`src/rab_axil_pkg.sv`:
```
// AXI4-Lite widths, response codes and request structs shared by the RAB config blocks
`default_nettype none

package rab_axil_pkg;

  localparam int unsigned AXIL_ADDR_W = 32;
  localparam int unsigned AXIL_DATA_W = 64;
  localparam int unsigned AXIL_STRB_W = AXIL_DATA_W / 8;

  localparam logic [1:0] RESP_OKAY   = 2'b00;
  localparam logic [1:0] RESP_SLVERR = 2'b10;

  // one accepted write, valid is high for a single cycle
  typedef struct packed {
    logic                   valid;
    logic [AXIL_ADDR_W-1:0] addr;
    logic [AXIL_DATA_W-1:0] data;
    logic [AXIL_STRB_W-1:0] strb;
  } axil_wr_req_t;

  // valid stays high from the AR handshake until the read data is taken
  typedef struct packed {
    logic                   valid;
    logic [AXIL_ADDR_W-1:0] addr;
  } axil_rd_req_t;

endpackage

`default_nettype wire

```
`src/rab_cfg_pkg.sv`:
```
// RAB address map, slice layout and miss-handling types, imported by the register blocks
`default_nettype none

package rab_cfg_pkg;

  // config words first, then four 64-bit words per slice
  localparam int unsigned N_SLICES    = 4;
  localparam int unsigned N_CFG_WORDS = 4;
  localparam int unsigned N_REGS      = N_CFG_WORDS + 4 * N_SLICES;
  localparam int unsigned WORD_LSB    = 3;
  localparam int unsigned REG_IDX_W   = $clog2(N_REGS);

  // byte addresses
  localparam int unsigned CONFIG_SIZE = N_CFG_WORDS << WORD_LSB;
  localparam int unsigned SLICE_END   = N_REGS << WORD_LSB;
  localparam int unsigned MH_ADDR_OFS = 'h00;
  localparam int unsigned MH_META_OFS = 'h08;
  localparam int unsigned CTRL_OFS    = 'h0C;

  // field widths kept by the slice words
  localparam int unsigned ADDR_W_VIRT = 32;
  localparam int unsigned ADDR_W_PHYS = 40;
  localparam int unsigned N_FLAGS     = 4;
  localparam int unsigned MISS_META_W = 10;

  localparam int unsigned MH_FIFO_DEPTH  = 16;
  localparam int unsigned META_EMPTY_BIT = 31;

  // bit 0 is fifos_disabled
  typedef struct packed {
    logic write_cfg_disabled;
    logic allow_multi_hit;
    logic fifos_disabled;
  } ctrl_reg_t;

  // one translation miss from the lookup side
  typedef struct packed {
    logic                   valid;
    logic [ADDR_W_VIRT-1:0] addr;
    logic [MISS_META_W-1:0] meta;
  } mh_miss_t;

  // masked slice words as seen by the L1 lookup
  typedef logic [N_REGS-N_CFG_WORDS-1:0][63:0] l1_cfg_t;

endpackage

`default_nettype wire

```
`src/rab_mh_fifo.sv`:
```
// synchronous FIFO for miss addresses and miss metadata, head entry shown on dout_o
`default_nettype none

module rab_mh_fifo #(
  parameter int unsigned DATA_W = 32,
  parameter int unsigned DEPTH  = 16
) (
  input  logic              Clk_CI,
  input  logic              Rst_RBI,
  input  logic              push_i,
  input  logic [DATA_W-1:0] din_i,
  input  logic              pop_i,
  output logic [DATA_W-1:0] dout_o,
  output logic              empty_o,
  output logic              full_o
);

  logic [DATA_W-1:0]            mem_q [DEPTH];
  logic [$clog2(DEPTH)-1:0]     wr_ptr_q, rd_ptr_q;
  logic [$clog2(DEPTH+1)-1:0]   cnt_q;
  logic                         do_push, do_pop;

  assign empty_o = (cnt_q == 0);
  assign full_o  = (cnt_q == DEPTH);

  // push into a full FIFO and pop from an empty one are dropped
  assign do_push = push_i && !full_o;
  assign do_pop  = pop_i && !empty_o;

  always_ff @(posedge Clk_CI or negedge Rst_RBI)
  begin
    if (!Rst_RBI)
    begin
      wr_ptr_q <= '0;
      rd_ptr_q <= '0;
      cnt_q    <= '0;
    end
    else
    begin
      if (do_push)
        wr_ptr_q <= (wr_ptr_q == DEPTH - 1) ? '0 : wr_ptr_q + 1'b1;
      if (do_pop)
        rd_ptr_q <= (rd_ptr_q == DEPTH - 1) ? '0 : rd_ptr_q + 1'b1;
      if (do_push && !do_pop)
        cnt_q <= cnt_q + 1'b1;
      else if (do_pop && !do_push)
        cnt_q <= cnt_q - 1'b1;
    end
  end

  always_ff @(posedge Clk_CI)
  begin
    if (do_push)
      mem_q[wr_ptr_q] <= din_i;
  end

  assign dout_o = mem_q[rd_ptr_q];

endmodule

`default_nettype wire

```
`src/rab_axil_slave.sv`:
```
// AXI4-Lite slave front end, turns bus traffic into one write pulse and one held read request
`default_nettype none

module rab_axil_slave (
  input  logic                                  Clk_CI,
  input  logic                                  Rst_RBI,
  input  logic [rab_axil_pkg::AXIL_ADDR_W-1:0]  s_axi_awaddr_i,
  input  logic                                  s_axi_awvalid_i,
  output logic                                  s_axi_awready_o,
  input  logic [rab_axil_pkg::AXIL_DATA_W-1:0]  s_axi_wdata_i,
  input  logic [rab_axil_pkg::AXIL_STRB_W-1:0]  s_axi_wstrb_i,
  input  logic                                  s_axi_wvalid_i,
  output logic                                  s_axi_wready_o,
  output logic [1:0]                            s_axi_bresp_o,
  output logic                                  s_axi_bvalid_o,
  input  logic                                  s_axi_bready_i,
  input  logic [rab_axil_pkg::AXIL_ADDR_W-1:0]  s_axi_araddr_i,
  input  logic                                  s_axi_arvalid_i,
  output logic                                  s_axi_arready_o,
  output logic [rab_axil_pkg::AXIL_DATA_W-1:0]  s_axi_rdata_o,
  output logic [1:0]                            s_axi_rresp_o,
  output logic                                  s_axi_rvalid_o,
  input  logic                                  s_axi_rready_i,
  output rab_axil_pkg::axil_wr_req_t            wr_req_o,
  output rab_axil_pkg::axil_rd_req_t            rd_req_o,
  output logic                                  rd_fire_o,
  input  logic                                  wr_ok_i,
  input  logic [rab_axil_pkg::AXIL_DATA_W-1:0]  rd_data_i
);
  import rab_axil_pkg::*;

  logic                   aw_done_q, w_done_q, bvalid_q, rvalid_q;
  logic [1:0]             bresp_q;
  logic                   aw_hs, w_hs, b_hs, ar_hs, r_hs;
  logic                   wr_pulse;
  logic [AXIL_ADDR_W-1:0] awaddr_q, araddr_q;
  logic [AXIL_DATA_W-1:0] wdata_q, rdata_q;
  logic [AXIL_STRB_W-1:0] wstrb_q;

  // each ready is low while its channel holds an accepted beat
  assign aw_hs = s_axi_awvalid_i && !aw_done_q;
  assign w_hs  = s_axi_wvalid_i && !w_done_q;
  assign b_hs  = bvalid_q && s_axi_bready_i;
  assign ar_hs = s_axi_arvalid_i && !rvalid_q;
  assign r_hs  = rvalid_q && s_axi_rready_i;

  // fires once both halves are in and no response is pending
  assign wr_pulse = aw_done_q && w_done_q && !bvalid_q;

  // AW channel
  always_ff @(posedge Clk_CI or negedge Rst_RBI)
  begin
    if (!Rst_RBI)
      aw_done_q <= 1'b0;
    else if (aw_hs)
      aw_done_q <= 1'b1;
    else if (b_hs)
      aw_done_q <= 1'b0;
  end

  // W channel
  always_ff @(posedge Clk_CI or negedge Rst_RBI)
  begin
    if (!Rst_RBI)
      w_done_q <= 1'b0;
    else if (w_hs)
      w_done_q <= 1'b1;
    else if (b_hs)
      w_done_q <= 1'b0;
  end

  // B channel, the response code is sampled with the write pulse
  always_ff @(posedge Clk_CI or negedge Rst_RBI)
  begin
    if (!Rst_RBI)
    begin
      bvalid_q <= 1'b0;
      bresp_q  <= RESP_OKAY;
    end
    else if (wr_pulse)
    begin
      bvalid_q <= 1'b1;
      bresp_q  <= wr_ok_i ? RESP_OKAY : RESP_SLVERR;
    end
    else if (b_hs)
      bvalid_q <= 1'b0;
  end

  // AR and R channels share one flag, arready comes back after the R handshake
  always_ff @(posedge Clk_CI or negedge Rst_RBI)
  begin
    if (!Rst_RBI)
      rvalid_q <= 1'b0;
    else if (ar_hs)
      rvalid_q <= 1'b1;
    else if (r_hs)
      rvalid_q <= 1'b0;
  end

  always_ff @(posedge Clk_CI)
  begin
    if (aw_hs)
      awaddr_q <= s_axi_awaddr_i;
    if (w_hs)
    begin
      wdata_q <= s_axi_wdata_i;
      wstrb_q <= s_axi_wstrb_i;
    end
    // read data is frozen at the AR handshake so it holds under back-pressure
    if (ar_hs)
    begin
      araddr_q <= s_axi_araddr_i;
      rdata_q  <= rd_data_i;
    end
  end

  assign wr_req_o = '{valid: wr_pulse, addr: awaddr_q, data: wdata_q, strb: wstrb_q};

  // during the AR handshake the request carries the bus address directly
  assign rd_req_o.valid = ar_hs || rvalid_q;
  assign rd_req_o.addr  = rvalid_q ? araddr_q : s_axi_araddr_i;
  assign rd_fire_o      = r_hs;

  assign s_axi_awready_o = !aw_done_q;
  assign s_axi_wready_o  = !w_done_q;
  assign s_axi_bvalid_o  = bvalid_q;
  assign s_axi_bresp_o   = bresp_q;
  assign s_axi_arready_o = !rvalid_q;
  assign s_axi_rvalid_o  = rvalid_q;
  assign s_axi_rdata_o   = rdata_q;
  assign s_axi_rresp_o   = RESP_OKAY;

endmodule

`default_nettype wire

```
`src/rab_l1_slice_regs.sv`:
```
// L1 slice register file, byte-strobed writes masked per word kind and slice read-back
`default_nettype none

module rab_l1_slice_regs (
  input  logic                                  Clk_CI,
  input  logic                                  Rst_RBI,
  input  rab_axil_pkg::axil_wr_req_t            wr_req_i,
  input  logic                                  wr_ok_i,
  input  rab_axil_pkg::axil_rd_req_t            rd_req_i,
  output logic [rab_axil_pkg::AXIL_DATA_W-1:0]  slice_rd_data_o,
  output rab_cfg_pkg::l1_cfg_t                  l1_cfg_o
);
  import rab_axil_pkg::*;
  import rab_cfg_pkg::*;

  l1_cfg_t                l1_q;
  logic                   wr_hit, rd_hit;
  logic [REG_IDX_W-1:0]   wr_idx, rd_idx;
  logic [AXIL_DATA_W-1:0] wr_word;

  function automatic logic in_slice_region(input logic [AXIL_ADDR_W-1:0] addr);
    return (addr >= CONFIG_SIZE) && (addr < SLICE_END);
  endfunction

  // low index bits select virtual, physical or flags word
  function automatic logic [AXIL_DATA_W-1:0] kind_mask(input logic [1:0] kind);
    logic [AXIL_DATA_W-1:0] mask;
    mask = '0;
    if (!kind[1])
      mask[ADDR_W_VIRT-1:0] = '1;
    else if (!kind[0])
      mask[ADDR_W_PHYS-1:0] = '1;
    else
      mask[N_FLAGS-1:0] = '1;
    return mask;
  endfunction

  // slice words are numbered from zero after the config words
  assign wr_idx = wr_req_i.addr[WORD_LSB +: REG_IDX_W] - REG_IDX_W'(N_CFG_WORDS);
  assign rd_idx = rd_req_i.addr[WORD_LSB +: REG_IDX_W] - REG_IDX_W'(N_CFG_WORDS);

  assign wr_hit = wr_req_i.valid && wr_ok_i && in_slice_region(wr_req_i.addr);
  assign rd_hit = rd_req_i.valid && in_slice_region(rd_req_i.addr);

  // merge strobed bytes into the old word, then drop unused bits
  always_comb
  begin
    wr_word = l1_q[wr_idx];
    for (int b = 0; b < AXIL_STRB_W; b++)
    begin
      if (wr_req_i.strb[b])
        wr_word[8*b +: 8] = wr_req_i.data[8*b +: 8];
    end
    wr_word = wr_word & kind_mask(wr_idx[1:0]);
  end

  always_ff @(posedge Clk_CI or negedge Rst_RBI)
  begin
    if (!Rst_RBI)
      l1_q <= '0;
    else if (wr_hit)
      l1_q[wr_idx] <= wr_word;
  end

  assign l1_cfg_o        = l1_q;
  assign slice_rd_data_o = rd_hit ? l1_q[rd_idx] : '0;

endmodule

`default_nettype wire

```
`src/rab_mh_cfg_regs.sv`:
```
// control register, miss FIFO push and pop control, read-data mux and write permission
`default_nettype none

module rab_mh_cfg_regs (
  input  logic                                  Clk_CI,
  input  logic                                  Rst_RBI,
  input  rab_axil_pkg::axil_wr_req_t            wr_req_i,
  input  rab_axil_pkg::axil_rd_req_t            rd_req_i,
  input  logic                                  rd_fire_i,
  input  rab_cfg_pkg::mh_miss_t                 miss_i,
  input  logic [rab_axil_pkg::AXIL_DATA_W-1:0]  slice_rd_data_i,
  output logic                                  addr_push_o,
  output logic [rab_cfg_pkg::ADDR_W_VIRT-1:0]   addr_din_o,
  output logic                                  addr_pop_o,
  input  logic [rab_cfg_pkg::ADDR_W_VIRT-1:0]   addr_dout_i,
  input  logic                                  addr_empty_i,
  input  logic                                  addr_full_i,
  output logic                                  meta_push_o,
  output logic [rab_cfg_pkg::MISS_META_W-1:0]   meta_din_o,
  output logic                                  meta_pop_o,
  input  logic [rab_cfg_pkg::MISS_META_W-1:0]   meta_dout_i,
  input  logic                                  meta_empty_i,
  input  logic                                  meta_full_i,
  output logic                                  wr_ok_o,
  output logic [rab_axil_pkg::AXIL_DATA_W-1:0]  rd_data_o,
  output logic                                  mh_fifo_full_o,
  output logic                                  l1_allow_multi_hit_o
);
  import rab_axil_pkg::*;
  import rab_cfg_pkg::*;

  ctrl_reg_t ctrl_q;
  logic      cfg_wr, ctrl_wr, sw_addr_wr, sw_meta_wr;
  logic      rd_addr_fifo, rd_meta_fifo;
  logic      rd_busy_q, addr_arm_q, meta_arm_q;

  // the config region stays writable so software can always clear the lock
  assign wr_ok_o = (wr_req_i.addr < CONFIG_SIZE) || !ctrl_q.write_cfg_disabled;

  assign cfg_wr     = wr_req_i.valid && (wr_req_i.addr < CONFIG_SIZE);
  assign ctrl_wr    = cfg_wr && (wr_req_i.addr == CTRL_OFS);
  assign sw_addr_wr = cfg_wr && (wr_req_i.addr == MH_ADDR_OFS);
  assign sw_meta_wr = cfg_wr && (wr_req_i.addr == MH_META_OFS);

  always_ff @(posedge Clk_CI or negedge Rst_RBI)
  begin
    if (!Rst_RBI)
      ctrl_q <= '0;
    else if (ctrl_wr)
      ctrl_q <= ctrl_reg_t'(wr_req_i.data[$bits(ctrl_reg_t)-1:0]);
  end

  assign l1_allow_multi_hit_o = ctrl_q.allow_multi_hit;

  // a miss fills both FIFOs and beats a software push in the same cycle
  assign addr_push_o = !ctrl_q.fifos_disabled && (miss_i.valid || sw_addr_wr);
  assign meta_push_o = !ctrl_q.fifos_disabled && (miss_i.valid || sw_meta_wr);
  assign addr_din_o  = miss_i.valid ? miss_i.addr : wr_req_i.data[ADDR_W_VIRT-1:0];
  assign meta_din_o  = miss_i.valid ? miss_i.meta : wr_req_i.data[MISS_META_W-1:0];

  assign mh_fifo_full_o = (addr_push_o && addr_full_i) || (meta_push_o && meta_full_i);

  assign rd_addr_fifo = (rd_req_i.addr == MH_ADDR_OFS);
  assign rd_meta_fifo = (rd_req_i.addr == MH_META_OFS);

  // FIFO state is sampled along with the read data, the pop waits for the R handshake
  always_ff @(posedge Clk_CI or negedge Rst_RBI)
  begin
    if (!Rst_RBI)
    begin
      rd_busy_q  <= 1'b0;
      addr_arm_q <= 1'b0;
      meta_arm_q <= 1'b0;
    end
    else if (rd_fire_i)
    begin
      rd_busy_q  <= 1'b0;
      addr_arm_q <= 1'b0;
      meta_arm_q <= 1'b0;
    end
    else if (rd_req_i.valid && !rd_busy_q)
    begin
      rd_busy_q  <= 1'b1;
      addr_arm_q <= rd_addr_fifo && !addr_empty_i;
      meta_arm_q <= rd_meta_fifo && !meta_empty_i;
    end
  end

  assign addr_pop_o = rd_fire_i && addr_arm_q;
  assign meta_pop_o = rd_fire_i && meta_arm_q;

  // config words are decoded here, anything above comes from the slice file
  always_comb
  begin
    rd_data_o = '0;
    if (rd_req_i.addr >= CONFIG_SIZE)
      rd_data_o = slice_rd_data_i;
    else if (rd_addr_fifo)
      rd_data_o[ADDR_W_VIRT-1:0] = addr_dout_i;
    else if (rd_meta_fifo)
    begin
      rd_data_o[META_EMPTY_BIT]    = meta_empty_i;
      rd_data_o[MISS_META_W-1:0]   = meta_dout_i;
    end
    else if (rd_req_i.addr == CTRL_OFS)
      rd_data_o[$bits(ctrl_reg_t)-1:0] = ctrl_q;
  end

endmodule

`default_nettype wire

```
`src/rab_cfg_top.sv`:
```
// top of the RAB config port, wires the AXI4-Lite slave to the slice file and miss FIFOs
`default_nettype none

module rab_cfg_top (
  input  logic                                  Clk_CI,
  input  logic                                  Rst_RBI,
  input  logic [rab_axil_pkg::AXIL_ADDR_W-1:0]  s_axi_awaddr_i,
  input  logic                                  s_axi_awvalid_i,
  output logic                                  s_axi_awready_o,
  input  logic [rab_axil_pkg::AXIL_DATA_W-1:0]  s_axi_wdata_i,
  input  logic [rab_axil_pkg::AXIL_STRB_W-1:0]  s_axi_wstrb_i,
  input  logic                                  s_axi_wvalid_i,
  output logic                                  s_axi_wready_o,
  output logic [1:0]                            s_axi_bresp_o,
  output logic                                  s_axi_bvalid_o,
  input  logic                                  s_axi_bready_i,
  input  logic [rab_axil_pkg::AXIL_ADDR_W-1:0]  s_axi_araddr_i,
  input  logic                                  s_axi_arvalid_i,
  output logic                                  s_axi_arready_o,
  output logic [rab_axil_pkg::AXIL_DATA_W-1:0]  s_axi_rdata_o,
  output logic [1:0]                            s_axi_rresp_o,
  output logic                                  s_axi_rvalid_o,
  input  logic                                  s_axi_rready_i,
  input  rab_cfg_pkg::mh_miss_t                 miss_i,
  output logic                                  mh_fifo_full_o,
  output rab_cfg_pkg::l1_cfg_t                  l1_cfg_o,
  output logic                                  l1_allow_multi_hit_o
);
  import rab_axil_pkg::*;
  import rab_cfg_pkg::*;

  axil_wr_req_t           wr_req;
  axil_rd_req_t           rd_req;
  logic                   wr_ok, rd_fire;
  logic [AXIL_DATA_W-1:0] rd_data, slice_rd_data;
  logic                   addr_push, addr_pop, addr_empty, addr_full;
  logic [ADDR_W_VIRT-1:0] addr_din, addr_dout;
  logic                   meta_push, meta_pop, meta_empty, meta_full;
  logic [MISS_META_W-1:0] meta_din, meta_dout;

  rab_axil_slave u_axil_slave (
    .Clk_CI, .Rst_RBI,
    .s_axi_awaddr_i, .s_axi_awvalid_i, .s_axi_awready_o,
    .s_axi_wdata_i, .s_axi_wstrb_i, .s_axi_wvalid_i, .s_axi_wready_o,
    .s_axi_bresp_o, .s_axi_bvalid_o, .s_axi_bready_i,
    .s_axi_araddr_i, .s_axi_arvalid_i, .s_axi_arready_o,
    .s_axi_rdata_o, .s_axi_rresp_o, .s_axi_rvalid_o, .s_axi_rready_i,
    .wr_req_o  (wr_req),
    .rd_req_o  (rd_req),
    .rd_fire_o (rd_fire),
    .wr_ok_i   (wr_ok),
    .rd_data_i (rd_data)
  );

  rab_l1_slice_regs u_slice_regs (
    .Clk_CI, .Rst_RBI,
    .wr_req_i        (wr_req),
    .wr_ok_i         (wr_ok),
    .rd_req_i        (rd_req),
    .slice_rd_data_o (slice_rd_data),
    .l1_cfg_o
  );

  rab_mh_cfg_regs u_mh_cfg_regs (
    .Clk_CI, .Rst_RBI,
    .wr_req_i        (wr_req),
    .rd_req_i        (rd_req),
    .rd_fire_i       (rd_fire),
    .miss_i,
    .slice_rd_data_i (slice_rd_data),
    .addr_push_o     (addr_push),
    .addr_din_o      (addr_din),
    .addr_pop_o      (addr_pop),
    .addr_dout_i     (addr_dout),
    .addr_empty_i    (addr_empty),
    .addr_full_i     (addr_full),
    .meta_push_o     (meta_push),
    .meta_din_o      (meta_din),
    .meta_pop_o      (meta_pop),
    .meta_dout_i     (meta_dout),
    .meta_empty_i    (meta_empty),
    .meta_full_i     (meta_full),
    .wr_ok_o         (wr_ok),
    .rd_data_o       (rd_data),
    .mh_fifo_full_o,
    .l1_allow_multi_hit_o
  );

  rab_mh_fifo #(.DATA_W(ADDR_W_VIRT), .DEPTH(MH_FIFO_DEPTH)) u_addr_fifo (
    .Clk_CI, .Rst_RBI,
    .push_i  (addr_push),
    .din_i   (addr_din),
    .pop_i   (addr_pop),
    .dout_o  (addr_dout),
    .empty_o (addr_empty),
    .full_o  (addr_full)
  );

  rab_mh_fifo #(.DATA_W(MISS_META_W), .DEPTH(MH_FIFO_DEPTH)) u_meta_fifo (
    .Clk_CI, .Rst_RBI,
    .push_i  (meta_push),
    .din_i   (meta_din),
    .pop_i   (meta_pop),
    .dout_o  (meta_dout),
    .empty_o (meta_empty),
    .full_o  (meta_full)
  );

endmodule

`default_nettype wire

```
`config.mk`:
```
export PLATFORM = sky130hd
export DESIGN_NAME = rab_cfg_top
export DESIGN_NICKNAME = d
export VERILOG_FILES = /design/src/rab_axil_pkg.sv /design/src/rab_cfg_pkg.sv /design/src/rab_mh_fifo.sv /design/src/rab_axil_slave.sv /design/src/rab_l1_slice_regs.sv /design/src/rab_mh_cfg_regs.sv /design/src/rab_cfg_top.sv
export SDC_FILE = /design/constraint.sdc
export NUM_CORES = 2
export LEC_CHECK = 0
export CAP_MARGIN = 15
export CORE_AREA = 2 2 494 496
export CTS_CLUSTER_SIZE = 28
export DETAILED_ROUTE_END_ITERATION = 12
export DIE_AREA = 0 0 496 498
export DONT_BUFFER_PORTS = 1
export PLACE_DENSITY_LB_ADDON = 0.3
export SLEW_MARGIN = 5
export SYNTH_ARGS = -nofsm -noshare
export SYNTH_HDL_FRONTEND = slang
export SYNTH_SLANG_ARGS = --single-unit
```
`constraint.sdc`:
```
create_clock -name Clk_CI -period 6.6 [get_ports Clk_CI]
set_input_delay 1.32 -clock Clk_CI [delete_from_list [all_inputs] [get_ports Clk_CI]]
set_output_delay 1.32 -clock Clk_CI [all_outputs]
set_load 0.02 [all_outputs]
```
## Word level (Yosys, flattened, before mapping)

Memory sizes are Yosys's and may differ from the RTL's.
Index checks and enable logic that the tools add are counted.

- Bits in registers: 1262
- Latch bits: 0
- Memory bits (writable): 672
- ROM bits: 0
- Input port bits: 186
- Output and inout port bits: 1099
- Logic and storage cells: 191
- Memories kept: 2

Memories:

| memory | words | bits a word | rd ports | clocked after memory_dff | write ports | RTL line | text |
|---|---|---|---|---|---|---|---|
| u_addr_fifo.mem_q | 16 | 32 | 1 | 0 | 1 | rab_mh_fifo.sv:18 | `logic [DATA_W-1:0] mem_q [DEPTH];` |
| u_meta_fifo.mem_q | 16 | 10 | 1 | 0 | 1 | rab_mh_fifo.sv:18 |  |

- $add $sub $neg: 10
- Multipliers: 0
- Divide/modulo/power cells: 0
- $lt $le $gt $ge: 8
- Eq/ne operators: 10
- Shift operators: 0
- Muxes and demuxes: 55
- Bitwise logic cells: 1
- Reductions and logical operators: 66

Operators by type and width:

| cell | count |
|---|---|
| 1024-bit bitwise mux | 1 |
| 64-bit binary-select mux with 4-bit select | 2 |
| 64-bit demux with 4-bit select | 1 |
| 64-bit two-way mux | 3 |
| 32-bit two-way mux | 5 |
| 32-bit by 4-bit == test with 1-bit output, second input constant | 4 |
| 8-bit two-way mux | 9 |
| 64-bit by 40-bit AND with 64-bit output | 1 |
| 32-bit by 6-bit greater-or-equal comparator with 1-bit output, second input constant | 2 |
| 32-bit zero test | 2 |
| 32-bit by 8-bit less-than comparator with 1-bit output, second input constant | 2 |
| 36-bit two-way mux | 1 |
| 1-bit logical AND | 34 |
| 32-bit by 6-bit less-than comparator with 1-bit output, second input constant | 1 |
| 21-bit two-way mux | 1 |
| 10-bit two-way mux | 2 |
| 5-bit two-way mux | 4 |
| 1-bit two-way mux | 18 |
| 4-bit by 1-bit adder with 4-bit output, second input constant | 4 |
| 4-bit == test, second input constant | 4 |
| 4-bit two-way mux | 4 |
| 1-bit zero test | 15 |
| 2-bit nonzero test | 7 |
| 5-bit by 1-bit adder with 5-bit output, second input constant | 2 |
| other kinds (11) | 21 |

## Depth between registers and ports, before layout

- Word-level depth: 11
- Mapped depth: 17
- Depth with buffers taken out: 13

## Cells and area by module

A second synthesis with hierarchy kept.

- Cells, all modules: 4466
- Area total of the unflattened synthesis: 71967.8 µm²

Modules (own cells, without submodules):

| module | times used | cells each | area an instance (µm²) |
|---|---|---|---|
| rab_l1_slice_regs | 1 | 2652 | 36045.8 |
| rab_mh_fifo at u_addr_fifo | 1 | 890 | 20106.8 |
| rab_mh_fifo at u_meta_fifo | 1 | 382 | 7163.1 |
| rab_axil_slave | 1 | 265 | 6799.0 |
| rab_mh_cfg_regs | 1 | 277 | 1853.0 |

## Least setup slack after synthesis

No wires, ideal clock.

- Kind: input to register
- Start: input s_axi_arvalid_i
- End: register u_axil_slave.araddr_q[0], enable pin
- Setup time: 0.510 ns
- Data arrival time: 4.476 ns
- Data required time: 6.090 ns
- Path slack: 1.614 ns
- Cell stages on the path: 1
- Cells stage by stage: nor2b_1

- Word-level cells in the longest chain between the ends: 1

Ends and longest elaborated chain:

| what | RTL line | text |
|---|---|---|
| start, declared | rab_cfg_top.sv:18 | `input logic s_axi_arvalid_i,` |
| 1-bit logical AND | rab_axil_slave.sv:44 | `assign ar_hs = s_axi_arvalid_i && !rvalid_q;` |
| end signal, assigned | rab_axil_slave.sv:112 | `araddr_q <= s_axi_araddr_i;` |
| end, declared | rab_axil_slave.sv:36 | `logic [AXIL_ADDR_W-1:0] awaddr_q, araddr_q;` |

No other way between the ends.
A chain may end at the register's enable or synchronous reset.

## Worst setup path after layout

- Start: register u_axil_slave.rvalid_q, in the netlist u_axil_slave.s_axi_rvalid_o
- End: register u_axil_slave.rdata_q[17], in the netlist u_axil_slave.s_axi_rdata_o[17], data pin

- Word-level cells in the longest chain between the ends: 6
- Elaborated cells on any way between the ends: 15
- Those cells by class: add/sub (1); order compare (2); mux (6); reduce/logical (6)

Ends and longest elaborated chain:

| what | RTL line | text |
|---|---|---|
| start, declared | rab_axil_slave.sv:32 | `logic aw_done_q, w_done_q, bvalid_q, rvalid_q;` |
| start signal, assigned | rab_axil_slave.sv:93 | `rvalid_q <= 1'b0;` |
| start signal, assigned | rab_axil_slave.sv:95 | `rvalid_q <= 1'b1;` |
| start signal, assigned | rab_axil_slave.sv:97 | `rvalid_q <= 1'b0;` |
| 32-bit two-way mux or 1-bit zero test (tied branches) | rab_axil_slave.sv:121, rab_axil_slave.sv:44 |  |
| 5-bit by 3-bit subtractor with 5-bit output, or another cell as far along | rab_l1_slice_regs.sv:40 | `assign rd_idx = rd_req_i.addr[WORD_LSB +: REG_IDX_W] - REG_IDX_W'(N_CFG_WORDS);` |
| 64-bit binary-select mux with 4-bit select, or another cell as far along | rab_l1_slice_regs.sv:66 | `assign slice_rd_data_o = rd_hit ? l1_q[rd_idx] : '0;` |
| 64-bit two-way mux (not written as such) or 1-bit logical AND (tied branches) | rab_l1_slice_regs.sv:66, rab_l1_slice_regs.sv:43 |  |
| 32-bit two-way mux | rab_l1_slice_regs.sv:66 |  |
| 32-bit two-way mux (*) | rab_mh_cfg_regs.sv:96 | `if (rd_req_i.addr >= CONFIG_SIZE)` |
| named net rd_data[17] | rab_cfg_top.sv:35 | `logic [AXIL_DATA_W-1:0] rd_data, slice_rd_data;` |
| end signal, assigned | rab_axil_slave.sv:113 | `rdata_q <= rd_data_i;` |
| end, declared | rab_axil_slave.sv:37 | `logic [AXIL_DATA_W-1:0] wdata_q, rdata_q;` |

Mark *: on every way through the listed nets, which the timed path passes. The rest lies on a longest branch. The select of a mux whose other input is x is not followed.

==> out/qor.csv <==
metric,value,unit
pwr dens,294.6,nW/µm²
Die ar.,247000,µm²
# port buffers,0,
vias in the first global route,38843,
critical path's most frequent cell,buf_4,
vias per inst,5.147,
Die Ht,498,µm
element type at the critical path start,flip-flop,
critical path data arrival time,5.37,ns
reg2reg setup slack,1.71,ns
Initial Util,28.62,%
Detailed Route WL,250.6,mm
Cell variety after synth,62,
gr usage total,19.89,%
layout cell share with drive strength beyond 1,28.26,%
CTS Buf Count,160,
area of the mapped netlist,69220,µm²
area grow syn2layout,11.53,%
Vias,38948,
P_sw,6275,µW
"CTS clk-pin slew, worst paths",0.06,ns
crit path capture type,flip-flop,
number of setup buffers added after CTS,0,
Horiz. Die Dim,496,µm
core region area,241900,µm²
worst slew pin tran,1.281,ns
worst setup path end,u_axil_slave.s_axi_rdata_o[17],
"Worst Setup Slack, final",1.706,ns
final cycle utilization of the critical path,74.16,%
register bit count reported by yosys,1498,
most frequent cells in the layout,"edfxtp_1, dfrtp_1, mux4_2",
Lkg Pwr,0.02988,µW
Sw Ratio,27.59,%
RR Startpoint,u_axil_slave.s_axi_rvalid_o,
WS Path Type,reg2reg,
GPL Wtd Cong,0.8803,
Fillers,23574,
initial antenna violation count,58,
Synth warnings,0,
sink count of the clock tree,1498,
Comb pwr share,11.5,%
CTS tree,done,
syn avg cell area,16.39,µm²
P_int,16470,µW
RSZ-0062 raised after global routing,no,
reg2reg end,u_axil_slave.s_axi_rdata_o[17],
DRT Pass-1 Iters,6,
global-route wire length before repair,340.9,mm
pre-CTS WS,1.575,ns
cts repair resizes,0,
Max Clk Rate,204.3,MHz
CP max FO,29,
sequential cell area,41610,µm²
Hold Buf Count CTS,0,
final hold viol count,0,
detailed placement HPWL,170.6,mm
gr ovfl total,0,
crit-path max cell delay,0.97,ns
WP data required,7.08,ns
ANT nets after route,0,
CP cell instances,mux2i_4 -> inv_1 -> ha_1 -> buf_4 -> and2_2 -> buf_4 -> a22o_1 -> a221oi_1 -> o22ai_1,
Nets,4413,
Skew-Pair Late Insertion Delay,0.84,ns
largest net degree at the start of global routing,678,
Register-to-Register Path Depth,9,
"commonest non-fill, non-tap cell in the layout",edfxtp_1,
Mapped Cells,4223,
number of setup violations in the final report,0,
DRC viols,0,
Starting DRT DRC Count,3657,
hold crit path type,in2async,
fin cells,7567,
sequential area share after synthesis,60.09,%
CTS max path bufs,3,
Root Buffer,clkbuf_16,
Clk pwr share,40.5,%
outcome,"finished, final reports clean",
async set or reset register ratio after synthesis,45.19,%
Worst Setup SP,u_axil_slave.s_axi_rvalid_o,
Final Power,22740,µW
DP Cell Count,7234,
crit path time final,4.894,ns
multi-input logic area,24900,µm²
H-tree depth,4,
Pins Over Slew Limit,0,
maximum VDD drop,0.2446,mV
Worst slew margin,14.62,%
Max Cap Viol,0,
Clock Skew,0.07222,ns
Final TNS setup,0,ns
Post-synth EDFFs,821,
IO Count,1285,
row cnt,181,
Seq pwr share,48.0,%
slowest CP cell,dfrtp_2,
Post-synth top flop,edfxtp_1,
WL/cell,33.11,µm
==> registers in the layout (all words and copies together) (netlist names), 2 cells and up <==
register and count:
u_axil_slave.wstrb_q 5, u_axil_slave.araddr_q 32, u_addr_fifo.mem_q 512, u_addr_fifo.wr_ptr_q 4
u_axil_slave.wdata_q 40, u_meta_fifo.rd_ptr_q 4, u_axil_slave.awaddr_q 32, u_meta_fifo.cnt_q 5
u_axil_slave.s_axi_rdata_o 40, u_addr_fifo.cnt_q 5, u_slice_regs.l1_cfg_o 640, u_addr_fifo.rd_ptr_q 4
u_meta_fifo.wr_ptr_q 4, u_mh_cfg_regs.ctrl_q 2, u_meta_fifo.mem_q 160
==> power by group through the flow <==
stage	Sequential [µW]	Clock, µW	Combinational, µW
6_report	10900	9210	2610
5_1_grt	11000	9780	2800
4_1_cts	10900	9420	2550
3_5_place_dp	11100	0	2550
3_3_place_gp	11100	0	2520
2_1_floorplan	10900	0	1860
==> worst max-delay path: cells and delay by family, from the launching register on <==
kind                     cells  cell delay [ns]
AO/OA/AOI/OAI                3             1.54
adder cells (fa/ha/maj)      1             0.38
multiplexers                 1             0.36
AND/OR/NAND/NOR              1             0.44
flip-flops                   1             0.97
buffers and inverters        3             0.78
==> per-stage QoR <==
step           instance area, µm²  util (%)  hold slack [ns]
4_1_cts                     77000     31.84           0.1217
3_5_place_dp                71630     29.61           0.4680
2_1_floorplan               70760         -           0.4465
5_1_grt                     77170     31.91           0.1181
6_report                    77200     31.92           0.1921
3_3_place_gp                71620     29.61           0.4645
==> cells by family after synthesis <==
group / count (synthesis) / synth area share (%)
buf+inv: 756 / 6.464
flops: 1498 / 60.09
fa+ha+maj: 27 / 0.5098
simple gates: 637 / 4.886
xor+xnor: 14 / 0.1772
compound gates: 256 / 2.744
other cells: 1 / 0.005418
mux: 1034 / 25.12
==> cell usage after synthesis (19+ instances only) <==
| library cell | instances | area (µm²) |
|---|---|---|
| edfxtp_1 | 821 | 24650 |
| dfrtp_1 | 677 | 16940 |
| mux4_2 | 512 | 11530 |
| buf_4 | 413 | 3100 |
| mux2_2 | 293 | 3299 |
| mux2_1 | 212 | 2387 |
| nand2_1 | 212 | 795.8 |
| clkbuf_1 | 180 | 675.7 |
| and2_1 | 174 | 1089 |
| buf_2 | 68 | 340.3 |
| nor2b_1 | 59 | 369.1 |
| buf_1 | 53 | 198.9 |
| nand3_1 | 44 | 220.2 |
| inv_1 | 41 | 153.9 |
| nor2_1 | 37 | 138.9 |
| a22oi_1 | 36 | 270.3 |
| o22ai_1 | 35 | 219.0 |
| a22o_1 | 33 | 289.0 |
| a221oi_1 | 32 | 280.3 |
| ha_1 | 25 | 312.8 |
| a311oi_1 | 24 | 210.2 |
| and3_1 | 24 | 150.1 |
| o21ai_0 | 24 | 120.1 |
| a21oi_1 | 20 | 100.1 |
| nor4_1 | 19 | 118.9 |
==> worst min-delay path by stage <==
stage,start,to,slack [ns]
after floorplan,u_addr_fifo.cnt_q[4],u_addr_fifo.cnt_q[4],0.45
after CTS,Rst_RBI,u_slice_regs.l1_cfg_o[924],0.12
final,Rst_RBI,u_slice_regs.l1_cfg_o[924],0.19
after detailed placement,u_addr_fifo.cnt_q[4],u_addr_fifo.cnt_q[4],0.47
after global placement,u_addr_fifo.cnt_q[4],u_addr_fifo.cnt_q[4],0.46
after global routing,Rst_RBI,u_slice_regs.l1_cfg_o[924],0.12
==> metal layers <==
| metal | vias to the layer above | wire (µm) | GRT usage (%) |
|---|---|---|---|
| met5 | - | 121 | 0 |
| met4 | 18 | 10460 | 7.877 |
| met3 | 417 | 24220 | 7.352 |
| met2 | 1972 | 119400 | 31.77 |
| met1 | 21082 | 96390 | 24.26 |
| li1 | 15459 | - | - |
==> layout make-up <==
cell class | count | area share (%)
sequential | 1498 | 53.90
clock buffer | 206 | 5.698
timing repair buffer | 120 | 1.400
antenna | 30 | 0.09724
multi-input combinational | 2379 | 32.26
inverter | 41 | 0.1993
tap | 3202 | 5.190
clock inverter | 91 | 1.263
Power figures use the tool's default switching activity.
